$ cat src/hw/isa_consts.svh
// shared constants for the instruction alignment front end
// parcel width, buffer depth and parcel address width
// 6-bit opcode encodings, found in the top bits of the first parcel

`ifndef ISA_CONSTS_SVH
`define ISA_CONSTS_SVH

// ========================================
// sizes
// ========================================

// bits per parcel, the opcode takes the top six
`define PARCEL_W 13
// parcel slots in the alignment buffer
`define BUF_DEPTH 8
// width of the running parcel address
`define ADDR_W 16

// ========================================
// opcodes
// ========================================

// arithmetic and logic, register and immediate forms
`define ADD_3R   6'h00
`define ADD_I23  6'h01
`define ADD_I36  6'h02
`define JMP      6'h03
`define ASL_3R   6'h04
`define SUB_3R   6'h05
`define SUB_I23  6'h06
`define SUB_I36  6'h07
`define JSR      6'h08
`define LSR_3R   6'h09
`define RETGRP   6'h0A
`define ROL_3R   6'h0B
`define AND_3R   6'h0C
`define AND_I23  6'h0D
`define AND_I36  6'h0E
`define BRKGRP   6'h0F
`define ROR_3R   6'h10
`define OR_3R    6'h11
`define OR_I23   6'h12
`define OR_I36   6'h13
`define JMP_RN   6'h14
`define SEP      6'h15
`define EOR_3R   6'h16
`define EOR_I23  6'h17
`define EOR_I36  6'h18
`define JSR_RN   6'h19
`define REP      6'h1A

// loads, stores and stack operations
`define LD_D9    6'h20
`define LD_D23   6'h21
`define LD_D36   6'h22
`define LDB_D36  6'h23
`define PLP      6'h24
`define POP      6'h25
`define ST_D9    6'h28
`define ST_D23   6'h29
`define ST_D36   6'h2A
`define STB_D36  6'h2B
`define PHP      6'h2C
`define PSH      6'h2D

// conditional branches, short and long displacement
`define BccD4a   6'h30
`define BccD4b   6'h31
`define BccD17a  6'h32
`define BccD17b  6'h33

`endif

$ cat src/hw/isa_pkg.sv
// types shared by the alignment front end
// parcel, instruction length, fetch group and aligned instruction

`include "isa_consts.svh"

package isa_pkg;

  // one instruction parcel
  typedef logic [`PARCEL_W-1:0] parcelT;

  // instruction length in parcels, only 1 to 4 are legal
  typedef logic [2:0] lenT;

  // four parcels as delivered by fetch
  // slot 0 holds the lowest address
  typedef struct packed {
    parcelT [3:0] slot;
  } fetchGroupT;

  // one aligned instruction as presented to issue
  typedef struct packed {
    // opcode copied from the first parcel
    logic [5:0]         opcode;
    lenT                len;
    // parcel address of the first parcel
    logic [`ADDR_W-1:0] addr;
    // parcels past len are always zero
    parcelT [3:0]       parcel;
  } instT;

endpackage

$ cat src/hw/instLength.sv
// opcode to instruction length table
// register forms, short displacements and long branches take two parcels,
// 23-bit forms three, 36-bit forms and absolute jumps four, the rest one

`timescale 1ns/10ps

`include "isa_consts.svh"

module instLength (
  input  logic [5:0]   opcode,
  output isa_pkg::lenT len
);

  // ========================================
  // length table
  // ========================================

  always_comb begin
    case (opcode)
      `ADD_3R:  len = 3'd2;
      `ADD_I23: len = 3'd3;
      `ADD_I36: len = 3'd4;
      `JMP:     len = 3'd4;
      `ASL_3R:  len = 3'd2;
      `SUB_3R:  len = 3'd2;
      `SUB_I23: len = 3'd3;
      `SUB_I36: len = 3'd4;
      `JSR:     len = 3'd4;
      `LSR_3R:  len = 3'd2;
      `RETGRP:  len = 3'd1;
      `ROL_3R:  len = 3'd2;
      `AND_3R:  len = 3'd2;
      `AND_I23: len = 3'd3;
      `AND_I36: len = 3'd4;
      `BRKGRP:  len = 3'd1;
      `ROR_3R:  len = 3'd2;
      `OR_3R:   len = 3'd2;
      `OR_I23:  len = 3'd3;
      `OR_I36:  len = 3'd4;
      `JMP_RN:  len = 3'd1;
      `SEP:     len = 3'd1;
      `EOR_3R:  len = 3'd2;
      `EOR_I23: len = 3'd3;
      `EOR_I36: len = 3'd4;
      `JSR_RN:  len = 3'd1;
      `REP:     len = 3'd1;
      // memory access, the displacement width sets the length
      `LD_D9:   len = 3'd2;
      `LD_D23:  len = 3'd3;
      `LD_D36:  len = 3'd4;
      `LDB_D36: len = 3'd4;
      `PLP:     len = 3'd1;
      `POP:     len = 3'd1;
      `ST_D9:   len = 3'd2;
      `ST_D23:  len = 3'd3;
      `ST_D36:  len = 3'd4;
      `STB_D36: len = 3'd4;
      `PHP:     len = 3'd1;
      `PSH:     len = 3'd1;
      // 4-bit branches fit in the opcode parcel
      `BccD4a:  len = 3'd1;
      `BccD4b:  len = 3'd1;
      `BccD17a: len = 3'd2;
      `BccD17b: len = 3'd2;
      // unimplemented opcodes still advance by one parcel
      default:  len = 3'd1;
    endcase
  end

endmodule

$ cat src/hw/parcelBuffer.sv
// parcel queue between fetch and the aligner
// drops consumed parcels from the head and appends fetch groups behind
// the survivors, all in the same edge

`timescale 1ns/10ps

`include "isa_consts.svh"

module parcelBuffer (
  input  logic               clk,
  input  logic               arstN,
  input  isa_pkg::fetchGroupT fetchGroup,
  input  logic               fetchValid,
  input  isa_pkg::lenT       consume,
  output isa_pkg::fetchGroupT window,
  output logic [3:0]         level,
  output logic               fetchReady
);

  // ========================================
  // storage
  // ========================================

  // slot 0 is always the head of the queue
  isa_pkg::parcelT slot     [`BUF_DEPTH];
  isa_pkg::parcelT nextSlot [`BUF_DEPTH];

  // parcels left over once the head has been retired
  logic [3:0] remain;
  // a fetch group is taken this edge
  logic       accept;

  // room for a whole group is needed before fetch may send one
  assign fetchReady = (level <= 4'(`BUF_DEPTH - 4));
  // a strobe that arrives while not ready is simply dropped
  assign accept     = fetchValid && fetchReady;

  // the aligner never retires more than level, so this cannot wrap
  assign remain = level - {1'b0, consume};

  // ========================================
  // next state of the slots
  // ========================================

  always_comb begin
    for (int i = 0; i < `BUF_DEPTH; i++) begin
      // shift survivors toward the head by the number consumed
      if (i + consume < `BUF_DEPTH) begin
        nextSlot[i] = slot[3'(i + consume)];
      end else begin
        // slots past the survivors are free and their content does not matter
        nextSlot[i] = slot[i];
      end
      // new parcels land right behind the survivors in slot order
      if (accept && (i >= remain) && (i < remain + 4'd4)) begin
        nextSlot[i] = fetchGroup.slot[2'(i - remain)];
      end
    end
  end

  // level alone tells which slots hold data
  always_ff @(posedge clk) begin
    for (int i = 0; i < `BUF_DEPTH; i++) begin
      slot[i] <= nextSlot[i];
    end
  end

  // ========================================
  // fill level
  // ========================================

  always_ff @(posedge clk or negedge arstN) begin
    if (!arstN) begin
      level <= '0;
    end else if (accept) begin
      level <= remain + 4'd4;
    end else begin
      level <= remain;
    end
  end

  // ========================================
  // head window
  // ========================================

  // the aligner sees the four head slots, some of which may be stale
  always_comb begin
    for (int k = 0; k < 4; k++) begin
      window.slot[k] = slot[k];
    end
  end

endmodule

$ cat src/hw/instAligner.sv
// aligner that cuts the head instruction out of the buffer window
// looks up the length, decides on issue and keeps the parcel address

`timescale 1ns/10ps

`include "isa_consts.svh"

module instAligner (
  input  logic                clk,
  input  logic                arstN,
  input  isa_pkg::fetchGroupT window,
  input  logic [3:0]          level,
  input  logic                issueOpen,
  output isa_pkg::lenT        consume,
  output isa_pkg::instT       inst,
  output logic                instIssue
);

  // ========================================
  // length decode
  // ========================================

  logic [5:0]         opcode;
  isa_pkg::lenT       headLen;
  // address of the parcel now at the head of the buffer
  logic [`ADDR_W-1:0] addr;

  // opcode sits in the top six bits of the head parcel
  assign opcode = window.slot[0][`PARCEL_W-1 -: 6];

  instLength i_instLength (
    .opcode (opcode),
    .len    (headLen)
  );

  // ========================================
  // issue decision
  // ========================================

  // every length is at least one, so an empty buffer never issues
  assign instIssue = issueOpen && (level >= {1'b0, headLen});
  // the buffer retires exactly what is issued
  assign consume   = instIssue ? headLen : 3'd0;

  // ========================================
  // instruction build
  // ========================================

  always_comb begin
    inst.opcode = opcode;
    inst.len    = headLen;
    inst.addr   = addr;
    for (int k = 0; k < 4; k++) begin
      // parcels that belong to the next instruction are masked off
      if (k < headLen) begin
        inst.parcel[k] = window.slot[k];
      end else begin
        inst.parcel[k] = '0;
      end
    end
  end

  // addresses run without gaps and step by len on each issue
  always_ff @(posedge clk or negedge arstN) begin
    if (!arstN) begin
      addr <= '0;
    end else if (instIssue) begin
      addr <= addr + {{(`ADDR_W - 3){1'b0}}, headLen};
    end
  end

endmodule

$ cat src/hw/issueRegister.sv
// output register holding one aligned instruction
// loads on issue, drops valid once taken, holds under stall

`timescale 1ns/10ps

module issueRegister (
  input  logic          clk,
  input  logic          arstN,
  input  isa_pkg::instT inst,
  input  logic          instIssue,
  input  logic          stall,
  output isa_pkg::instT instOut,
  output logic          instValid,
  output logic          issueOpen
);

  // ========================================
  // handshake
  // ========================================

  // free now, or the held instruction leaves at this edge
  assign issueOpen = !instValid || !stall;

  // valid flag, cleared only when the consumer takes the instruction
  // and the aligner has nothing new behind it
  always_ff @(posedge clk or negedge arstN) begin
    if (!arstN) begin
      instValid <= 1'b0;
    end else if (instIssue) begin
      instValid <= 1'b1;
    end else if (instValid && !stall) begin
      instValid <= 1'b0;
    end
  end

  // ========================================
  // payload
  // ========================================

  // instIssue only rises while issueOpen, so a stalled value is never
  // overwritten
  always_ff @(posedge clk) begin
    if (instIssue) begin
      instOut <= inst;
    end
  end

endmodule

$ cat src/hw/instFetchAlign.sv
// top level of the alignment front end
// parcel buffer feeding the aligner, aligner feeding the issue register

`timescale 1ns/10ps

module instFetchAlign (
  input  logic                clk,
  input  logic                arstN,
  input  isa_pkg::fetchGroupT fetchGroup,
  input  logic                fetchValid,
  output logic                fetchReady,
  input  logic                stall,
  output isa_pkg::instT       instOut,
  output logic                instValid
);

  // buffer to aligner
  isa_pkg::fetchGroupT window;
  logic [3:0]          level;
  // aligner back to buffer
  isa_pkg::lenT        consume;
  // aligner to issue register and back
  isa_pkg::instT       inst;
  logic                instIssue;
  logic                issueOpen;

  parcelBuffer i_parcelBuffer (
    .clk        (clk),
    .arstN      (arstN),
    .fetchGroup (fetchGroup),
    .fetchValid (fetchValid),
    .consume    (consume),
    .window     (window),
    .level      (level),
    .fetchReady (fetchReady)
  );

  instAligner i_instAligner (
    .clk       (clk),
    .arstN     (arstN),
    .window    (window),
    .level     (level),
    .issueOpen (issueOpen),
    .consume   (consume),
    .inst      (inst),
    .instIssue (instIssue)
  );

  issueRegister i_issueRegister (
    .clk       (clk),
    .arstN     (arstN),
    .inst      (inst),
    .instIssue (instIssue),
    .stall     (stall),
    .instOut   (instOut),
    .instValid (instValid),
    .issueOpen (issueOpen)
  );

endmodule

$ cat config.mk
export PLATFORM = sky130hd
export DESIGN_NAME = instFetchAlign
export DESIGN_NICKNAME = d
export VERILOG_FILES = /design/src/hw/isa_pkg.sv /design/src/hw/instLength.sv /design/src/hw/parcelBuffer.sv /design/src/hw/instAligner.sv /design/src/hw/issueRegister.sv /design/src/hw/instFetchAlign.sv
export VERILOG_INCLUDE_DIRS = /design/src /design/src/hw
export SDC_FILE = /design/constraint.sdc
export NUM_CORES = 1
export LEC_CHECK = 0
export BUFFER_PORTS_ARGS = -buffer_cell sky130_fd_sc_hd__buf_2
export CORE_AREA = 5 5 130 194
export CTS_BUF_LIST = sky130_fd_sc_hd__clkbuf_8
export DETAILED_ROUTE_END_ITERATION = 7
export DIE_AREA = 0 0 135 199
export GPL_ROUTABILITY_DRIVEN = 1
export PLACE_DENSITY = 0.87
export SYNTH_ARGS = -nofsm -noshare
export SYNTH_HDL_FRONTEND = slang
export SYNTH_SLANG_ARGS = --single-unit
$ cat constraint.sdc
create_clock -name clk -period 8.3 [get_ports clk]
set_input_delay 0.415 -clock clk [delete_from_list [all_inputs] [get_ports clk]]
set_output_delay 0.415 -clock clk [all_outputs]
set_load 0.02 [all_outputs]
==> impl_metrics.toml <==
[synthesis]
ys_warn_count = 0
syn_inst = 1259
synth_edf_count = 168
synth_seq_cells = 202
synth_area_per_cell_um2 = 11.0
syn-num-nets = 1341
async_flop_share_pct = 10.4
yosysUniqueCellTypes = 73
ys_seq_area_share_pct = 42.2
ys.flop_type = "edfxtp_1"
synth.cell_area_um2 = 13800

[drt]
routedWlPerCell_um = 25.3
wl_met3_mm = 5.50
drt-met1-wl_mm = 15.8
wl_met2_mm = 19.1
top_layer = "met4"
drc = 0
vias = 11581
routed_wl_mm = 42.5
viasPerCell = 6.90
firstDrtPassIters = 6
ant_nets = 0
drt-initial-drc-count = 1613

[die]
initial_core_util_pct = 59.1
die_y_um = 199
die-area_um2 = 26900
io_pins = 135
core_region_area_um2 = 23400
std_cell_rows = 69
chipWidth_um = 135

[clock_tree]
cts_made_buffers = 30
clk_pin_slew_ns = 0.07
root_buffer = "clkbuf_8"
clockBufferDepth = 3
postCtsSetupBuffers = 0
clock_sinks = 202
cts_tree = "done"
h-tree-depth = 1
clk_latency_ns = 0.61

[placement]
place.port_buffers = 134
dp_hpwl_mm = 30.5
gp_congestion = 1.01

[job]
drv_cap = 0

[global_route]
grt_pass1_vias = 11257
track_usage_pct = 31.1
grt_pass1_wl_mm = 64.9
grt_max_degree = 63
antenna_found_initial = 0
grt_overflow = 0

[timing]
setup_tns_ns = 0
period_needed_ns = 7.36
rsz0062_at_grt = "no"
fin_skew_ns = 0.0334
finalMaxSlewViolations = 0
setup_viol = 0
tightest_slew_ns = 1.30
min_period_over_period_pct = 88.7
hold_viol = 0
max_slew_margin_pct = 13.0
fmax_ghz = 0.136

[finish]
final_common_cell = "edfxtp_1"
syn_to_final_growth_pct = 10.4
drive_gt1_share_pct = 26.1
diodes = 0
most-common-layout-cells = "edfxtp_1, nand2_1, buf_2"
nNetsFinal = 1419

[critical_path]
cp-start-kind = "register"
end_kind = "register"
r2r_slack_ns = 0.94
required_ns = 8.57
worst_ep_arrival_time_ns = 7.63
crit_type = "reg2reg"
crit_fanout = 48

[min_path]
hold_class = "in2reg"

[status]
run_status = "completed"
layer usage:
layer / track usage (%) / up-vias
met5: 0 / -
met4: 14.3 / 0
met3: 7.11 / 162
met2: 48.5 / 894
met1: 41.6 / 5489
li1: - / 5036
critical path, cell delays in order (launching register included):
cell and delay (ns):
dfxtp_1 0.71, nor2b_1 0.38, a2bb2oi_1 0.12, a21oi_1 0.28, or2_2 0.24, inv_1 0.06, ha_1 0.27, a31oi_1 0.13
nand2b_1 0.22, inv_4 0.46, o21ai_4 0.12, inv_2 0.33, ha_2 0.27, inv_1 0.05, fa_1 0.47, buf_4 0.35
clkinv_1 0.52, ha_1 0.42, a211oi_1 0.20, buf_4 0.25, nand2b_1 0.86, o221ai_1 0.28
kinds of logic after synthesis:
logic type / after synthesis / share of synthesized area, %
compound gates: 293 / 16.3
flops: 202 / 42.2
xor+xnor: 20 / 1.32
simple gates: 332 / 10.8
mux: 238 / 22.5
buf+inv: 148 / 4.47
fa+ha+maj: 26 / 2.46
area by class of cell:
cell class | count | area (um2)
clock buffers | 36 | 495
clock inverters | 18 | 129
fillers | 1809 | 8130
inverters | 36 | 138
multi-input cells | 909 | 7420
flip-flops and latches | 202 | 5830
well taps | 319 | 399
repair buffers | 158 | 853
registers in the layout, indices dropped and copies added, names as in the netlist:
name                       flops
i_issueRegister.instValid      1
i_parcelBuffer.slot          104
i_parcelBuffer.level           4
i_issueRegister.instOut       77
i_instAligner.addr            16
repair_timing:
item,CTS,global route
gates resized for setup,0,0
hold endpoints to repair,21,0
hold buffers,1,0
per-stage QoR:
step | hold slack (ns) | std cells | setup WS, ns | instance area, um2 | util, %
after floorplan | 0.119 | 1259 | 1.66 | 13800 | -
after global placement | 0.431 | 1623 | 1.32 | 14600 | 62.5
after detailed placement | 0.435 | 1623 | 1.04 | 14600 | 62.5
after CTS | 0.0698 | 1678 | 1.03 | 15300 | 65.3
after global routing | 0.114 | 1678 | 0.455 | 15300 | 65.3
final | 0.0835 | 1678 | 0.936 | 15300 | 65.3
synth_stat cells (all sizes together), types with 3 or more instances:
master,count,area (um2)
clkbuf,75,282
nor2,78,293
o211a,7,70.1
or2,11,68.8
o221ai,58,508
o22a,6,52.6
nor2b,15,93.8
dfxtp,13,260
a21oi,27,135
a21o,4,30.0
or3,3,18.8
and3,5,31.3
o211ai,29,218
a22oi,17,128
a31oi,18,113
xor2,3,26.3
mux2,76,860
dfrtp,21,526
clkinv,3,11.3
ha,24,300
a211oi,20,150
inv,33,124
nand3,17,85.1
o21a,3,22.5
a211o,11,96.3
o21ai,35,190
nor3,12,60.1
a221o,15,150
nand2b,4,25.0
edfxtp,168,5040
a21boi,3,22.5
a221oi,3,26.3
nand2,147,557
mux4,50,1130
mux2i,112,1120
and2,31,194
buf,37,201
xnor2,17,156
a2111oi,22,211
final timing paths:
kind | from | end | cells past startpoint
max in group asynchronous | arstN | i_instAligner.addr[15] | 2
min in group asynchronous | arstN | i_instAligner.addr[1] | 2
hold reg to reg | i_instAligner.addr[12] | i_issueRegister.instOut[64] | 0
setup reg to reg | i_parcelBuffer.slot[0][8] | i_parcelBuffer.slot[4][5] | 21
setup / recovery | i_parcelBuffer.slot[0][8] | i_parcelBuffer.slot[4][5] | 21
hold / removal | stall | i_issueRegister.instValid | 3
Power is not shown: default switching activity piles up to over one toggle a cycle in this logic, so the estimate is an artifact.
